[src/logic/capture_pkg.sv]
package capture_pkg;

    // Sample and word widths.
    localparam int sample_w = 24;
    localparam int seq_w    = 8;
    localparam int word_w   = 32;

    // FIFO sizing.
    localparam int fifo_depth = 16;
    localparam int ptr_w      = 4;   // Log2 of fifo_depth.
    localparam int level_w    = 5;   // Holds 0 to fifo_depth.

    // Saturating drop counter.
    localparam int drop_w = 16;

    // AXI read side.
    localparam int addr_w = 12;
    localparam int id_w   = 4;

    // Address map.
    localparam logic [addr_w-1:0] data_addr   = 12'h000;
    localparam logic [addr_w-1:0] status_addr = 12'h004;

    // Response codes.
    localparam logic [1:0] resp_okay   = 2'b00;
    localparam logic [1:0] resp_slverr = 2'b10;

    // Status word is the drop count in bits 31..16 and the level in bits 4..0.

endpackage

[src/logic/fifo_read_if.sv]
`timescale 1ns/1ps

interface fifo_read_if;
    import capture_pkg::*;

    logic               pop;         // From the AXI port, only while empty is low.
    logic [word_w-1:0]  rdata;       // Head word, first-word fall-through.
    logic               empty;
    logic [level_w-1:0] level;
    logic [drop_w-1:0]  drop_count;  // Driven by the packer.

    // FIFO and packer share this side, each drives its own signals.
    modport fifo_side (
        input  pop,
        output rdata,
        output empty,
        output level,
        output drop_count
    );

    modport port_side (
        output pop,
        input  rdata,
        input  empty,
        input  level,
        input  drop_count
    );

endinterface

[src/logic/sample_packer.sv]
`timescale 1ns/1ps

module sample_packer (
    input  logic                             clk,
    input  logic                             rst_n,
    input  logic                             clear,
    input  logic [capture_pkg::sample_w-1:0] sample,
    input  logic                             sample_valid,
    input  logic                             full,
    output logic                             push,
    output logic [capture_pkg::word_w-1:0]   wdata,
    fifo_read_if.fifo_side                   rd
);
    import capture_pkg::*;

    logic [seq_w-1:0]  seq;
    logic              pending;   // A tagged word waits in wdata.
    logic [drop_w-1:0] drops;

    // Tag the sample with its sequence number.
    // The sequence advances on every sample, stored or dropped.
    always_ff @(posedge clk) begin
        if (!rst_n) begin
            seq     <= '0;
            pending <= 1'b0;
        end else if (clear) begin
            seq     <= '0;
            pending <= 1'b0;   // Sample arriving with clear is discarded.
        end else begin
            pending <= sample_valid;
            if (sample_valid) begin
                seq <= seq + 1'b1;
            end
        end
    end

    always_ff @(posedge clk) begin
        if (sample_valid) begin
            wdata <= {seq, sample};
        end
    end

    // The pending word is pushed one edge later, unless the FIFO is full.
    assign push = pending && !full;

    // Lost words.
    always_ff @(posedge clk) begin
        if (!rst_n) begin
            drops <= '0;
        end else if (clear) begin
            drops <= '0;
        end else if (pending && full && drops != '1) begin
            drops <= drops + 1'b1;   // Saturates at all ones.
        end
    end

    assign rd.drop_count = drops;

endmodule

[src/logic/word_fifo.sv]
`timescale 1ns/1ps

module word_fifo (
    input  logic                           clk,
    input  logic                           rst_n,
    input  logic                           clear,
    input  logic                           push,
    input  logic [capture_pkg::word_w-1:0] wdata,
    output logic                           full,
    fifo_read_if.fifo_side                 rd
);
    import capture_pkg::*;

    logic [word_w-1:0]  mem [fifo_depth];
    logic [ptr_w-1:0]   wr_ptr;
    logic [ptr_w-1:0]   rd_ptr;
    logic [level_w-1:0] count;
    logic               do_push;
    logic               do_pop;

    assign do_push = push && !full;
    assign do_pop  = rd.pop && !rd.empty;

    always_ff @(posedge clk) begin
        if (do_push) begin
            mem[wr_ptr] <= wdata;
        end
    end

    // Pointers wrap at the depth. Clear beats push and pop.
    always_ff @(posedge clk) begin
        if (!rst_n) begin
            wr_ptr <= '0;
            rd_ptr <= '0;
            count  <= '0;
        end else if (clear) begin
            wr_ptr <= '0;
            rd_ptr <= '0;
            count  <= '0;
        end else begin
            if (do_push) begin
                wr_ptr <= wr_ptr + 1'b1;
            end
            if (do_pop) begin
                rd_ptr <= rd_ptr + 1'b1;
            end
            case ({do_push, do_pop})
                2'b10:   count <= count + 1'b1;
                2'b01:   count <= count - 1'b1;
                default: count <= count;   // Push with pop keeps the level.
            endcase
        end
    end

    assign full     = (count == level_w'(fifo_depth));
    assign rd.empty = (count == '0);
    assign rd.level = count;
    assign rd.rdata = mem[rd_ptr];   // Head word, no read latency.

endmodule

[src/logic/axi_read_port.sv]
`timescale 1ns/1ps

module axi_read_port (
    input  logic                           clk,
    input  logic                           rst_n,
    // AR channel.
    input  logic [capture_pkg::id_w-1:0]   arid,
    input  logic [capture_pkg::addr_w-1:0] araddr,
    input  logic [7:0]                     arlen,
    input  logic                           arvalid,
    output logic                           arready,
    // R channel.
    output logic [capture_pkg::id_w-1:0]   rid,
    output logic [capture_pkg::word_w-1:0] rdata,
    output logic [1:0]                     rresp,
    output logic                           rlast,
    output logic                           rvalid,
    input  logic                           rready,
    fifo_read_if.port_side                 rd
);
    import capture_pkg::*;

    typedef enum logic [1:0] {
        st_idle,
        st_wait,
        st_beat
    } state_t;

    typedef enum logic [1:0] {
        cls_data,
        cls_status,
        cls_error
    } addr_cls_t;

    state_t            state;
    addr_cls_t         ar_cls;
    addr_cls_t         cls_r;
    logic [7:0]        beat_cnt;   // Beats left after the current one.
    logic [word_w-1:0] status_word;
    logic              beat_done;

    // Address decode.
    always_comb begin
        if (araddr == data_addr) begin
            ar_cls = cls_data;
        end else if (araddr == status_addr) begin
            ar_cls = cls_status;
        end else begin
            ar_cls = cls_error;
        end
    end

    always_comb begin
        status_word                           = '0;
        status_word[level_w-1:0]              = rd.level;
        status_word[word_w-1:word_w-drop_w]   = rd.drop_count;
    end

    assign beat_done = (state == st_beat) && rvalid && rready;

    always_ff @(posedge clk) begin
        if (!rst_n) begin
            state    <= st_idle;
            rvalid   <= 1'b0;
            rlast    <= 1'b0;
            beat_cnt <= '0;
        end else begin
            case (state)
                st_idle: begin
                    if (arvalid) begin
                        state    <= st_wait;
                        beat_cnt <= arlen;
                    end
                end
                st_wait: begin
                    // A data beat waits for a word in the FIFO.
                    if (cls_r != cls_data || !rd.empty) begin
                        state  <= st_beat;
                        rvalid <= 1'b1;
                        rlast  <= (beat_cnt == '0);
                    end
                end
                st_beat: begin
                    if (beat_done) begin
                        rvalid <= 1'b0;
                        if (rlast) begin
                            state <= st_idle;
                            rlast <= 1'b0;
                        end else begin
                            state    <= st_wait;
                            beat_cnt <= beat_cnt - 1'b1;
                        end
                    end
                end
                default: state <= st_idle;
            endcase
        end
    end

    // Burst payload. The status word is sampled as its beat is presented.
    always_ff @(posedge clk) begin
        if (state == st_idle && arvalid) begin
            rid   <= arid;
            cls_r <= ar_cls;
        end
        if (state == st_wait) begin
            case (cls_r)
                cls_data:   rdata <= rd.rdata;
                cls_status: rdata <= status_word;
                default:    rdata <= '0;
            endcase
        end
    end

    assign arready = (state == st_idle);
    assign rresp   = (cls_r == cls_error) ? resp_slverr : resp_okay;

    // Pop the head on the handshake of a data beat.
    assign rd.pop = beat_done && (cls_r == cls_data);

endmodule

[src/logic/stream_capture_top.sv]
`timescale 1ns/1ps

module stream_capture_top (
    input  logic                             clk,
    input  logic                             rst_n,
    input  logic                             clear,
    // Sample stream, no back-pressure.
    input  logic [capture_pkg::sample_w-1:0] sample,
    input  logic                             sample_valid,
    // AXI4 read address.
    input  logic [capture_pkg::id_w-1:0]     arid,
    input  logic [capture_pkg::addr_w-1:0]   araddr,
    input  logic [7:0]                       arlen,
    input  logic                             arvalid,
    output logic                             arready,
    // AXI4 read data.
    output logic [capture_pkg::id_w-1:0]     rid,
    output logic [capture_pkg::word_w-1:0]   rdata,
    output logic [1:0]                       rresp,
    output logic                             rlast,
    output logic                             rvalid,
    input  logic                             rready
);
    import capture_pkg::*;

    logic              push;
    logic [word_w-1:0] wdata;
    logic              full;

    fifo_read_if rd_bus ();

    sample_packer u_packer (
        .clk          (clk),
        .rst_n        (rst_n),
        .clear        (clear),
        .sample       (sample),
        .sample_valid (sample_valid),
        .full         (full),
        .push         (push),
        .wdata        (wdata),
        .rd           (rd_bus.fifo_side)
    );

    word_fifo u_fifo (
        .clk   (clk),
        .rst_n (rst_n),
        .clear (clear),
        .push  (push),
        .wdata (wdata),
        .full  (full),
        .rd    (rd_bus.fifo_side)
    );

    axi_read_port u_port (
        .clk     (clk),
        .rst_n   (rst_n),
        .arid    (arid),
        .araddr  (araddr),
        .arlen   (arlen),
        .arvalid (arvalid),
        .arready (arready),
        .rid     (rid),
        .rdata   (rdata),
        .rresp   (rresp),
        .rlast   (rlast),
        .rvalid  (rvalid),
        .rready  (rready),
        .rd      (rd_bus.port_side)
    );

endmodule

[config.mk]
export PLATFORM = sky130hd
export DESIGN_NAME = stream_capture_top
export DESIGN_NICKNAME = d
export VERILOG_FILES = /design/src/logic/capture_pkg.sv /design/src/logic/fifo_read_if.sv /design/src/logic/sample_packer.sv /design/src/logic/word_fifo.sv /design/src/logic/axi_read_port.sv /design/src/logic/stream_capture_top.sv
export SDC_FILE = /design/constraint.sdc
export NUM_CORES = 1
export LEC_CHECK = 0
export ABC_AREA = 1
export ABC_CLOCK_PERIOD_IN_PS = 3800
export BUFFER_PORTS_ARGS = -buffer_cell sky130_fd_sc_hd__buf_2
export CAP_MARGIN = 10
export CORE_UTILIZATION = 55
export DETAILED_ROUTE_END_ITERATION = 6
export GPL_ROUTABILITY_DRIVEN = 1
export PLACE_DENSITY = 0.72
export REMOVE_ABC_BUFFERS = 1
export SYNTH_ARGS = -nofsm -noshare
export SYNTH_HDL_FRONTEND = slang
export SYNTH_SLANG_ARGS = --single-unit
[constraint.sdc]
create_clock -name clk -period 3.8 [get_ports clk]
set_input_delay 0.57 -clock clk [delete_from_list [all_inputs] [get_ports clk]]
set_output_delay 0.57 -clock clk [all_outputs]
set_load 0.01 [all_outputs]
---- Word level (Yosys, flattened, before mapping) ----
Memory sizes are Yosys's and may differ from the RTL's. A register that Yosys moved wholly into a read port is not among the register bits.
Index checks and enable logic that the tools add are counted.
cells by class
  reduce and logical (&&, ||, !) cells .... 25
  equal/unequal tests ..................... 13
  mux-type cells .......................... 22
  bitwise operators ....................... 1
  $add $sub $neg .......................... 7
operators with widths
  cell                                                                 count
  32-bit case mux with 2 select lines                                  1
  8-bit two-way mux                                                    3
  16-bit by 1-bit adder with 16-bit output (second input constant)     1
  16-bit inequality test (second input constant)                       1
  8-bit case mux with 2 select lines                                   1
  12-bit by 3-bit == test with 1-bit output (second input constant)    1
  12-bit logical NOT                                                   1
  2-bit two-way mux                                                    5
  5-bit case mux with 2 select lines                                   1
  1-bit logical AND                                                    9
  4-bit by 1-bit adder with 4-bit output (second input constant)       2
  8-bit by 1-bit adder with 8-bit output (second input constant)       1
  8-bit logical NOT                                                    1
  4-bit two-way mux                                                    2
  2-bit nonzero test                                                   4
  8-bit by 1-bit subtractor with 8-bit output (second input constant)  1
  2-bit by 1-bit == test with 1-bit output (second input constant)     3
  2-bit == test (second input constant)                                3
  1-bit two-way mux                                                    6
  2-bit case mux with 3 select lines                                   1
  3-bit AND reduction                                                  2
  5-bit by 1-bit adder with 5-bit output (second input constant)       1
  5-bit == test (second input constant)                                1
  5-bit logical NOT                                                    1
  other kinds (10)                                                     15
storage, ports and cells
  memory bits (writable) .................. 512
  memories ................................ 1
  word-level logic and storage cells ...... 83
  register bits ........................... 120
  input port bits ......................... 54
  output and inout port bits .............. 41
memories
  memory      depth  width  rd ports  clocked after Yosys merged registers in  wr ports  line             source
  u_fifo.mem  16     32     1         1                                        1         word_fifo.sv:14  logic [word_w-1:0] mem [fifo_depth];

---- Depth between registers and ports, before layout ----
Gate-level depths: netlist of run 1.
  depth after elaboration ................. 7
  mapped depth ............................ 16
  depth with buffers taken out ............ 14

---- Least setup slack after synthesis of run 1 ----
No wires, ideal clock.
  kind .................................... reg2reg
  start point ............................. register u_fifo.count[2], in the netlist u_fifo.rd.level[2]
  end point ............................... memory u_fifo.mem[11][0] (enable)
  slack ................................... 1028 ps
  path buffers ............................ 0
  arrival ................................. 2351 ps
  setup time .............................. 421 ps
  stages on the path, launching flop included .. 7
  period minus slack after synthesis ...... 2772 ps
  data required time ...................... 3379 ps
  path through ............................ dfxtp_1 -> nor2_1 -> nand3_1 -> nand2_1 -> inv_1 -> nand2_1 -> nor2_1
between the ends
  longest elaborated chain between the ends .. 6
ends and longest elaborated chain
  what                                       line                                  source
  start: declaration                         word_fifo.sv:17                       logic [level_w-1:0] count;
  start signal: assignment                   word_fifo.sv:48                       2'b10: count <= count + 1'b1;
  start signal: assignment                   word_fifo.sv:49                       2'b01: count <= count - 1'b1;
  start signal: assignment                   word_fifo.sv:50                       default: count <= count;
  5-bit == test *                            word_fifo.sv:55                       assign full = (count == level_w'(fifo_depth));
  1-bit logical NOT *                        sample_packer.sv:44, word_fifo.sv:21
  1-bit logical AND                          sample_packer.sv:44                   assign push = pending && !full;
  1-bit logical AND *                        word_fifo.sv:21                       assign do_push = push && !full;
  1-bit two-way mux *                        word_fifo.sv:25                       if (do_push) begin
  1-bit two-way mux (implied by the code) *  word_fifo.sv:26                       mem[wr_ptr] <= wdata;
  end: declaration                           word_fifo.sv:14
Every way passes the cells marked *; elsewhere a longest branch is shown, timed or not.

---- Worst setup path in the final report of run 1 ----
  start point ............................. register u_port.state[1]
  end point ............................... register u_fifo.count[4], in the netlist u_fifo.rd.level[4]
between the ends
  longest elaborated chain between the ends .. 7
  elaborated cells on any way between the ends .. 9
  classes of those cells .................. eq/ne (3); mux (1); reduce/logical (5)
ends and longest elaborated chain
  what                                                                              line                  source
  start: declaration                                                                axi_read_port.sv:35   state_t state;
  start signal: assignment                                                          axi_read_port.sv:63   state <= st_idle;
  start signal: assignment                                                          axi_read_port.sv:71   state <= st_wait;
  start signal: assignment                                                          axi_read_port.sv:78   state <= st_beat;
  2-bit == test *                                                                   axi_read_port.sv:59   assign beat_done = (state == st_beat) && rvalid && rready;
  1-bit logical AND * (2 in a row)                                                  axi_read_port.sv:59
  1-bit logical AND *                                                               axi_read_port.sv:119  assign rd.pop = beat_done && (cls_r == cls_data);
  1-bit logical AND *                                                               word_fifo.sv:22       assign do_pop = rd.pop && !rd.empty;
  2-bit by 1-bit == test with 1-bit output / 2-bit == test (equally long branches)  word_fifo.sv:47       case ({do_push, do_pop})
  5-bit case mux with 2 select lines / 2-bit nonzero test (equally long branches)   n/a
Marked as above.
A chain may end at the register's enable or synchronous reset.

==> results.yml, run 1 <==
clock_tree:
  postCtsSetupRepairBufs: 0
  cts_made_buffers: 61
  cts_resized: 0
  h-tree-depth: 2
  clk_pin_slew_worst_paths_ns: 0.06
  ctsRootBufferMaster: "clkbuf_16"
  tritoncts: "done"
  cts_hold_buf: 0
  ctsLongestPathBuffers: 3
  insertion_delay_ns: 0.61
  cts_num_sinks: 636
final_layout:
  most-common-layout-cells: "edfxtp_1 (582), nor2_1 (304), o21ai_0 (249), nand2_1 (128), buf_2 (93)"
  area_delta_synth_final_pct: 11.9
  final_util: 0.629
  drive_above_1_share: 0.124
  multi_input_comb_area_um2: 5700
  fillers: 3296
  ff_latch_area_um2: 18600
  fin_area_um2: 28000
  finalNetCount: 2064
  insertedDiodeCount: 0
  final_common_cell: "edfxtp_1"
logic_synthesis:
  synth-seq-area-share: 0.741
  yosysWarnings: 0
  avgSynthCellArea_um2: 13.0
  synth.area.top_cells: "edfxtp_1 (70%), o21ai_0 (5.0%), nor2_1 (4.8%)"
  syn-cell-area_um2: 25000
  yosys.area.top_type_share: 0.698
  netlist_instances: 1923
  post-synth-top-area-cell: "edfxtp_1"
  synth.distinct_cells: 41
  ys_seq_elements: 636
die:
  die_area_um2: 46400
  io_pins: 95
  rows: 77
  die_h_um: 215
  core_um2: 44500
  die_x_um: 215
  start_util: 0.562
worst_setup_path:
  crit_type: "flop to flop"
  crit_arrival_ns: 3.11
  endpoint_kind: "flop"
  path_max_fanout: 12
  worst_ep_required_time_ns: 4.30
  cp-start-kind: "flop"
  r2r_cells: 13
sta:
  timing.final.crit_share: 0.687
  finalSetupViolations: 0
  tightest_slew_ns: 1.16
  relSlewSlack: 0.227
  drv_slew: 0
  finalHoldViolCount: 0
  setup_tns_ns: 0
  finalClockSkew_ns: 0.0150
  fin_crit_ns: 2.61
  fin_hold_ws_ns: 0.130
  max_freq_mhz: 383
  grt_setup_unrepaired: "no"
grt:
  grt.total_usage: 0.261
  grt_max_degree: 140
  grt_pass1_wl_mm: 91.7
  first_global_vias: 15700
  grt_overflow: 0
  antenna_found_initial: 1
detailed_routing:
  routed_wl_mm: 60.3
  post_drt_wl_per_cell_um: 22.8
  ant_nets: 0
  dr.first_iter.drc_count: 2271
  drc: 0
  viasPerCell: 6.13
  vias: 16200
  firstDrtPassIters: 6
pwr:
  p_per_area_nw_per_um2: 497
  leakage_uw: 0.00917
  max-vdd-ir-drop_mv: 0.442
placed_design:
  gp_congestion: 0.841
  io_buffers: 93
  postPlaceCellArea_um2: 26100
  dp_hpwl_mm: 33.5
min_path:
  whs_path_depth: 1
  hold_path.class: "input pin to flop"
status:
  status: "finished clean"
run:
  drv_cap: 0
==> worst paths after layout <==
check | startpoint | end | slack [ns]
worst min register to register | u_packer.seq[7]$_SDFFE_PP0P_ | u_packer.wdata[31]$_DFFE_PP_ | 0.44
worst max-delay path | u_port.state[1]$_SDFFE_PN0P_ | u_fifo.rd.level[4]$_SDFFE_PP0P_ | 1.19
worst min-delay path | sample[12] | u_packer.wdata[12]$_DFFE_PP_ | 0.13
worst max register to register | u_port.state[1]$_SDFFE_PN0P_ | u_fifo.rd.level[4]$_SDFFE_PP0P_ | 1.19
==> cell families (layout without fill, tap and decap cells) <==
family | count (synthesis) | count (layout) | share of synthesized area
buffers and inverters | 181 | 308 | 0.0356
adders and majority gates | 11 | 11 | 0.00550
DFF | 636 | 636 | 0.741
and+or+nand+nor | 543 | 543 | 0.0883
other | 1 | 1 | 0.000150
AOI/OAI and AO/OA | 543 | 543 | 0.126
xor gates and xnor gates | 8 | 8 | 0.00280
==> cell usage after synthesis <==
master and count:
buf_1 4, buf_8 2, edfxtp_1 582, o21ai_1 82, nand3_1 55, nor3b_1 2
o221ai_1 60, o221ai_2 6, o21ai_2 2, a211oi_1 7, inv_4 2, and2_1 1
buf_6 17, a21oi_1 54, o21a_1 3, nor2_2 5, o21ai_0 249, dfxtp_1 54
and3_1 1, clkbuf_1 59, xnor2_1 2, nor3_1 15, nor4_1 3, buf_4 6
conb_1 1, or2_1 2, nand2_1 128, nand4_1 8, ha_1 11, o22ai_1 63
o21bai_1 1, o211ai_1 16, nor3b_2 1, xor2_1 6, nand2_2 1, inv_2 2
buf_2 27, clkbuf_2 1, nor2_1 320, inv_1 61, nor2_8 1
==> where the power goes <==
part           switching [uW]  total [uW]  internal [uW]
Clock                    2520        5810           3290
Combinational             154         240           86.5
Sequential                138        7880           7740
==> registers in the layout (all words and copies together) (netlist names), 4 cells and up, named ones only <==
name and flops:
u_port.rdata 32, u_port.beat_cnt 8, u_packer.wdata 32, u_packer.rd.drop_count 16
u_fifo.rd.level 5, u_packer.seq 8, u_fifo.rd_ptr 4, u_fifo.mem 512
u_port.rid 4, u_fifo.wr_ptr 4
==> layer usage <==
metal | vias up | track usage | part of all wire
li1 | 7282 | - | -
met1 | 7973 | 0.374 | 0.41
met3 | 115 | 0.0378 | 0.087
met5 | - | 0 | 0.00028
met2 | 836 | 0.410 | 0.48
met4 | 2 | 0.0936 | 0.026
==> cell type report <==
type	count	area share
clock inverter	35	0.0109
multi-input combinational	1106	0.204
tap	592	0.0265
timing repair buffer	129	0.0299
sequential	636	0.663
clock buffer	79	0.0569
inverter	65	0.00903
==> critical path, cell delays in order (launching register included) <==
cell and delay [ns]:
dfxtp_1 0.49, inv_2 0.12, nor2_8 0.13, nand3_1 0.09
nor2_2 0.36, ha_1 0.35, xor2_1 0.36, inv_1 0.10
nor2_1 0.13, nand2_1 0.09, nand3_1 0.09, nand2_1 0.06
nor2_1 0.09, nor2_1 0.04
==> through the flow <==
| step | std cells | total power, uW | worst slack [ns] |
|---|---|---|---|
| final | 2642 | 13900 | 1.19 |
| after global routing | 2642 | 14300 | 0.978 |
| after CTS | 2642 | 14000 | 1.26 |
| after detailed placement | 2528 | 8260 | 1.20 |
| after global placement | 2528 | 8250 | 1.28 |
| after floorplan | 1807 | 8100 | -3.47 |
Note: power is estimated with default switching activity, not from simulation.
==> inputs of run 2 (changes only) <==
--- a/config.mk
+++ b/config.mk
@@ -5,8 +5,8 @@
 export SDC_FILE = /design/constraint.sdc
 export NUM_CORES = 1
 export LEC_CHECK = 0
-export ABC_AREA = 1
-export ABC_CLOCK_PERIOD_IN_PS = 3800
+export ABC_AREA = 0
+export ABC_CLOCK_PERIOD_IN_PS = 2600
 export BUFFER_PORTS_ARGS = -buffer_cell sky130_fd_sc_hd__buf_2
 export CAP_MARGIN = 10
 export CORE_UTILIZATION = 55
==> constraint.sdc (replaced) <==
create_clock -name clk -period 2.6 [get_ports clk]
set_input_delay 0.39 -clock clk [delete_from_list [all_inputs] [get_ports clk]]
set_output_delay 0.39 -clock clk [all_outputs]
set_load 0.01 [all_outputs]
==> run 2 against run 1 <==
Total power is 49% higher. Maximum frequency is 5.4% higher. Via count is 24% lower. Worst setup slack worse by 1.1 ns. Routed wire length is 14% lower. Sequential share of layout area is 1.8 points lower. Count of clock-buffer cells in the layout is 3 higher. First-iteration DRC count is 47% lower. Clock skew is 0.0084 ns higher. Critical endpoint is now u_fifo.rd.level[2]$_SDFFE_PP0P_.
==> results.yml, run 2 <==
clock_tree:
  h-tree-depth: 2
  cts_made_buffers: 61
  ctsLongestPathBuffers: 3
  clk_pin_slew_worst_paths_ns: 0.06
  tritoncts: "done"
  insertion_delay_ns: 0.63
  cts_num_sinks: 636
  ctsRootBufferMaster: "clkbuf_16"
die:
  io_pins: 95
  rows: 77
  start_util: 0.556
  core_um2: 44100
  die_area_um2: 45500
  die_h_um: 213
  die_x_um: 213
pwr:
  p_total_uw: 20700
  max-vdd-ir-drop_mv: 0.560
  p_per_area_nw_per_um2: 719
  leakage_uw: 0.00921
worst_setup_path:
  rr_startpoint: "u_port.cls_r[1]$_SDFFCE_PN0P_"
  reg2reg_slack_ns: 0.12
  cp-start-kind: "flop"
  crit_type: "flop to flop"
  path_max_fanout: 8
  endpoint_kind: "flop"
  worst_ep_required_time_ns: 3.14
  r2r_cells: 10
  r2r_end: "u_fifo.rd.level[2]$_SDFFE_PP0P_"
  crit_arrival_ns: 3.02
grt:
  grt_overflow: 0
  grt_use_met1: 0.336
  antenna_found_initial: 1
  grt_max_degree: 39
  grt_use_met3: 0.0329
  first_global_vias: 12500
  grt.total_usage: 0.237
  met2_usage: 0.390
  grt.busiest_layer: "met2"
  grt_pass1_wl_mm: 77.2
final_layout:
  drive_above_1_share: 0.322
  final_common_cell: "edfxtp_1"
  top_register: "u_fifo.mem"
  largest_register_ffs: 512
  most-common-layout-cells: "edfxtp_1 (582), mux4_2 (160), buf_2 (93), clkbuf_16 (62), nor2_1 (60)"
  fin_area_um2: 28800
  top_regs: "u_fifo.mem x512, u_packer.wdata x32, u_port.rdata x32"
  finalNetCount: 1453
  fillers: 2931
  area_delta_synth_final_pct: 17.2
  multi_input_comb_area_um2: 5750
  final_util: 0.652
  ff_latch_area_um2: 18600
  stdcell_count: 2031
detailed_routing:
  dr.first_iter.drc_count: 1196
  viasPerCell: 6.03
  ant_nets: 0
  routed_wl_mm: 52.1
  vias: 12300
  firstDrtPassIters: 5
  post_drt_wl_per_cell_um: 25.6
  drc: 0
logic_synthesis:
  async_flop_share: 0
  avgSynthCellArea_um2: 20.8
  synth_flop_cell: "edfxtp_1"
  synth-seq-area-share: 0.756
  synth_common_cells: "edfxtp_1 (582), mux4_2 (160), nor2_1 (73)"
  synth.area.top_cells: "edfxtp_1 (71%), mux4_2 (15%), dfxtp_1 (4.4%)"
  synth.distinct_cells: 60
  yosysWarnings: 0
  yosys.area.top_type_share: 0.712
  synth.most_common_cell: "edfxtp_1"
  post-synth-top-area-cell: "edfxtp_1"
  synth-edff-count: 582
  syn-cell-area_um2: 24500
  netlist_instances: 1180
  ys_seq_elements: 636
min_path:
  worstHoldStart: "arlen[0]"
  whs_path_depth: 3
  worstHoldEndpoint: "u_port.beat_cnt[0]$_SDFFE_PN0P_"
  hold_path.class: "input pin to flop"
sta:
  relSlewSlack: 0.612
  fin_crit_ns: 2.48
  tightest_slew_ns: 0.581
  finalSetupViolations: 0
  finalClockSkew_ns: 0.0233
  drv_slew: 0
  timing.final.crit_share: 0.952
  finalHoldViolCount: 0
  max_freq_mhz: 404
placed_design:
  placedCellCount: 1887
  gp_congestion: 0.802
  postPlaceCellArea_um2: 26500
  io_buffers: 93
  dp_hpwl_mm: 30.0
status:
  status: "finished clean"
run:
  drv_cap: 0
==> run 2: cell count changes after synthesis, sizes merged, moves of 53 or more <==
| cell | delta |
|---|---|
| inv | -53 |
| mux4 | +160 |
| nand2 | -97 |
| nor2 | -253 |
| o21ai | -321 |
| o221ai | -65 |
| o22ai | -61 |
==> run 2: cells by family (layout without fill, tap and decap cells) <==
family | after synthesis | count (layout) | synth area share
xor gates and xnor gates | 22 | 22 | 0.00785
DFF | 636 | 636 | 0.756
buffers and inverters | 70 | 328 | 0.0147
AOI/OAI and AO/OA | 67 | 67 | 0.0194
other | 1 | 2 | 0.000153
muxes | 187 | 187 | 0.158
adders and majority gates | 11 | 11 | 0.00561
and+or+nand+nor | 186 | 186 | 0.0384
==> run 2: repair_timing <==
item                       4_1_cts  5_1_grt
setup endpoints to repair        0        2
gates resized for setup          0        3
setup buffers                    0        2
hold buffers                    28        0
hold endpoints to repair        28        0
==> run 2: per-layer routing <==
layer,vias up,share of wire
li1,5272,-
met5,-,0
met2,452,0.50
met4,0,0.020
met3,79,0.064
met1,6453,0.42
==> run 2: area by class of cell <==
| cell class | count | share of cell area |
|---|---|---|
| diodes | 1 | 0.0000870 |
| clock buffers | 82 | 0.0576 |
| clock inverters | 31 | 0.0118 |
| inverters | 12 | 0.00157 |
| multi-input cells | 474 | 0.200 |
| flip-flops and latches | 636 | 0.645 |
| well taps | 592 | 0.0257 |
| repair buffers | 203 | 0.0578 |
==> run 2: worst max-delay path, stage by stage, from the launching register on <==
cell and delay, ns:
edfxtp_1 0.38, or2_2 0.34, a211oi_2 0.22, ha_2 0.23
buf_4 0.16, xor2_1 0.08, ha_1 0.19, a41oi_2 0.20
xor2_1 0.11, or3_1 0.33, a21oi_1 0.17
==> run 2: per-stage QoR <==
stage	TNS, ns	hold WS (ns)	setup slack, ns
global placement	0	0.431	0.207
global route	-0.0181	0.115	-0.0181
detailed placement	0	0.448	0.122
finish	0	0.117	0.124
CTS	0	0.0826	0.0627
floorplan	-377.88	0.417	-4.26
==> run 2: power breakdown <==
part           internal [uW]  switching [uW]  leakage, uW
Clock                   5070            3720     0.000964
Combinational            194             231      0.00251
Sequential             11300             167      0.00574
==> run 2: how the worst max path moves through the flow <==
stage | from | end | slack [ns] | depth (start not counted)
2_1_floorplan | flop | u_port.rdata[0]$_DFFE_PN_ | -4.26 | 4
3_3_place_gp | u_port.cls_r[1]$_SDFFCE_PN0P_ | u_fifo.rd.level[2]$_SDFFE_PP0P_ | 0.21 | 10
3_5_place_dp | u_port.cls_r[1]$_SDFFCE_PN0P_ | u_fifo.rd.level[2]$_SDFFE_PP0P_ | 0.12 | 10
4_1_cts | u_port.cls_r[1]$_SDFFCE_PN0P_ | u_fifo.rd.level[2]$_SDFFE_PP0P_ | 0.06 | 10
5_1_grt | u_port.cls_r[1]$_SDFFCE_PN0P_ | u_fifo.rd.level[2]$_SDFFE_PP0P_ | -0.02 | 10
6_report | u_port.cls_r[1]$_SDFFCE_PN0P_ | u_fifo.rd.level[2]$_SDFFE_PP0P_ | 0.12 | 10
==> inputs of run 3 (changes only) <==
--- a/config.mk
+++ b/config.mk
@@ -6,13 +6,13 @@
 export NUM_CORES = 1
 export LEC_CHECK = 0
 export ABC_AREA = 0
-export ABC_CLOCK_PERIOD_IN_PS = 2600
+export ABC_CLOCK_PERIOD_IN_PS = 2150
 export BUFFER_PORTS_ARGS = -buffer_cell sky130_fd_sc_hd__buf_2
 export CAP_MARGIN = 10
+export CORE_MARGIN = 5
 export CORE_UTILIZATION = 55
 export DETAILED_ROUTE_END_ITERATION = 6
-export GPL_ROUTABILITY_DRIVEN = 1
-export PLACE_DENSITY = 0.72
+export PLACE_DENSITY = 0.75
 export REMOVE_ABC_BUFFERS = 1
 export SYNTH_ARGS = -nofsm -noshare
 export SYNTH_HDL_FRONTEND = slang
==> constraint.sdc (replaced) <==
create_clock -name clk -period 2.15 [get_ports clk]
set_input_delay 0.3225 -clock clk [delete_from_list [all_inputs] [get_ports clk]]
set_output_delay 0.3225 -clock clk [all_outputs]
set_load 0.01 [all_outputs]
==> run 3 against run 2 <==
The flow now finishes with violations (setup timing). Largest power group unchanged. Non-clock buffer count is 61 higher. Register-to-register slack worse by 0.41 ns. Critical path type unchanged. Cell area is 3.8% higher.
==> results.yml, run 3 (synthesis results as in run 2) <==
status:
  status: "finished, violations left"
  violations: "setup timing"
die:
  core_um2: 44200
  die_area_um2: 49000
  io_pins: 95
  rows: 77
  die_x_um: 221
  start_util: 0.555
  die_h_um: 221
final_layout:
  stdcell_count: 2090
  largest_register_ffs: 512
  finalNetCount: 1513
  most-common-layout-cells: "edfxtp_1 (582), mux4_2 (160), buf_2 (93), buf_4 (66), clkbuf_16 (62)"
  final_common_cell: "edfxtp_1"
  insertedDiodeCount: 0
  area_delta_synth_final_pct: 21.7
  fin_area_um2: 29900
  drive_above_1_share: 0.359
  top_regs: "u_fifo.mem x512, u_packer.wdata x32, u_port.rdata x32"
  top_register: "u_fifo.mem"
placed_design:
  placedCellCount: 1911
  gp_congestion: 0.803
  place_worst_setup_slack_ns: -0.336
  io_buffers: 93
  postPlaceCellArea_um2: 26800
  dp_hpwl_mm: 30.9
min_path:
  hold_path.class: "input pin to flop"
run:
  drv_cap: 0
clock_tree:
  h-tree-depth: 2
  cts_made_buffers: 60
  insertion_delay_ns: 0.63
  tritoncts: "done"
  cts_num_sinks: 636
  ctsRootBufferMaster: "clkbuf_16"
  ctsLongestPathBuffers: 3
  clk_pin_slew_worst_paths_ns: 0.07
sta:
  setup_slack_ns: -0.287
  finalClockSkew_ns: 0.0285
  timing.final.crit_share: 1.13
  relSlewSlack: 0.622
  tightest_slew_ns: 0.567
  drv_slew: 0
  fin_hold_ws_ns: 0.0347
  max_freq_mhz: 410
  finalSetupViolations: 34
  grt_setup_unrepaired: "yes"
  finalHoldViolCount: 0
  fin_crit_ns: 2.44
detailed_routing:
  post_drt_wl_per_cell_um: 27.9
  routed_wl_mm: 58.2
  ant_nets: 0
  dr.first_iter.drc_count: 1482
  drc: 0
  firstDrtPassIters: 5
  vias: 12800
  viasPerCell: 6.14
grt:
  grt_use_met3: 0.0464
  grt.total_usage: 0.237
  antenna_found_initial: 0
  grt_pass1_wl_mm: 86.3
  grt_max_degree: 39
  grt_use_met1: 0.320
  grt_overflow: 0
  first_global_vias: 13100
  grt.busiest_layer: "met2"
  met2_usage: 0.400
worst_setup_path:
  endpoint_kind: "flop"
  cp-start-kind: "flop"
  path_max_fanout: 2
  rr_startpoint: "u_fifo.rd.level[3]$_SDFFE_PP0P_"
  crit_arrival_ns: 2.99
  crit_start: "u_fifo.rd.level[3]$_SDFFE_PP0P_"
  reg2reg_slack_ns: -0.29
  worst_ep_required_time_ns: 2.71
  crit_path_end: "u_fifo.rd.level[4]$_SDFFE_PP0P_"
  r2r_end: "u_fifo.rd.level[4]$_SDFFE_PP0P_"
  r2r_cells: 10
  crit_type: "flop to flop"
pwr:
  p_per_area_nw_per_um2: 844
  max-vdd-ir-drop_mv: 0.953
  leakage_uw: 0.00966
## run 3: cell types whose count changed in the layout (fill, tap and decap cells not counted), sizes merged
cell      previous run  this run
buf                175       234
bufinv               6         9
clkbuf              82        75
clkinv              19        25
clkinvlp             5         2
diode                1         0
inv                 13        15
## run 3: routing by layer
layer  share of wire  routed length [um]  vias up
met3           0.086                5040      105
met1            0.37               21700     6616
li1                -                   -     5389
met5               0                   0        -
met2            0.52               30000      718
met4           0.026                1540        0
## run 3: critical path, cell delays in order (launching register included)
cell	delay, ns
dfxtp_2	0.34
nor4_4	0.32
buf_4	0.17
a211oi_2	0.08
ha_2	0.21
ha_4	0.27
nand2_1	0.05
or3_4	0.33
o221ai_2	0.18
mux2i_1	0.24
mux2i_1	0.18
## run 3: what timing repair did
| action | in CTS | in global routing |
|---|---|---|
| setup endpoints to repair | 89 | 146 |
| endpoints found under the hold margin | 28 | 0 |
| buffers inserted | 27 | 6 |
| resized for setup | 51 | 32 |
| hold buffers | 28 | 0 |
| pin swaps | 13 | 4 |
| gates cloned | 6 | 2 |
## run 3: worst min-delay path by stage
stage / start / to / slack (ns) / depth (start not counted)
after global routing: rst_n / u_port.beat_cnt[3]$_SDFFE_PN0P_ / 0.03 / 2
after floorplan: u_packer.seq[7]$_SDFFE_PP0P_ / u_packer.wdata[31]$_DFFE_PP_ / 0.42 / 0
after detailed placement: u_packer.seq[5]$_SDFFE_PP0P_ / u_packer.wdata[29]$_DFFE_PP_ / 0.47 / 0
after global placement: u_packer.seq[5]$_SDFFE_PP0P_ / u_packer.wdata[29]$_DFFE_PP_ / 0.45 / 0
after CTS: rst_n / u_port.beat_cnt[3]$_SDFFE_PN0P_ / 0.001 / 2
final: araddr[2] / u_port.cls_r[0]$_SDFFCE_PN0P_ / 0.03 / 3
## run 3: report_power, final
| group | internal, uW | switching (uW) |
|---|---|---|
| clock network | 6250 | 4540 |
| registers | 13700 | 208 |
| logic | 250 | 292 |
| total | 20200 | 5040 |
## run 3: cell type report
class,instances,area [um2]
fill,2642,14400
inverter,12,45.0
clock buffer,73,1560
sequential,636,18600
timing repair buffer,264,2660
tap,592,741
multi-input combinational,474,5860
clock inverter,39,440
## run 3: stage by stage
| step | utilization | TNS (ns) | total power (uW) |
|---|---|---|---|
| floorplan | - | -627.56 | 14300 |
| global placement | 0.607 | -4.39 | 14600 |
| detailed placement | 0.607 | -6.96 | 14600 |
| CTS | 0.671 | -4.38 | 25300 |
| global route | 0.675 | -7.25 | 26000 |
| finish | 0.675 | -4.91 | 25200 |
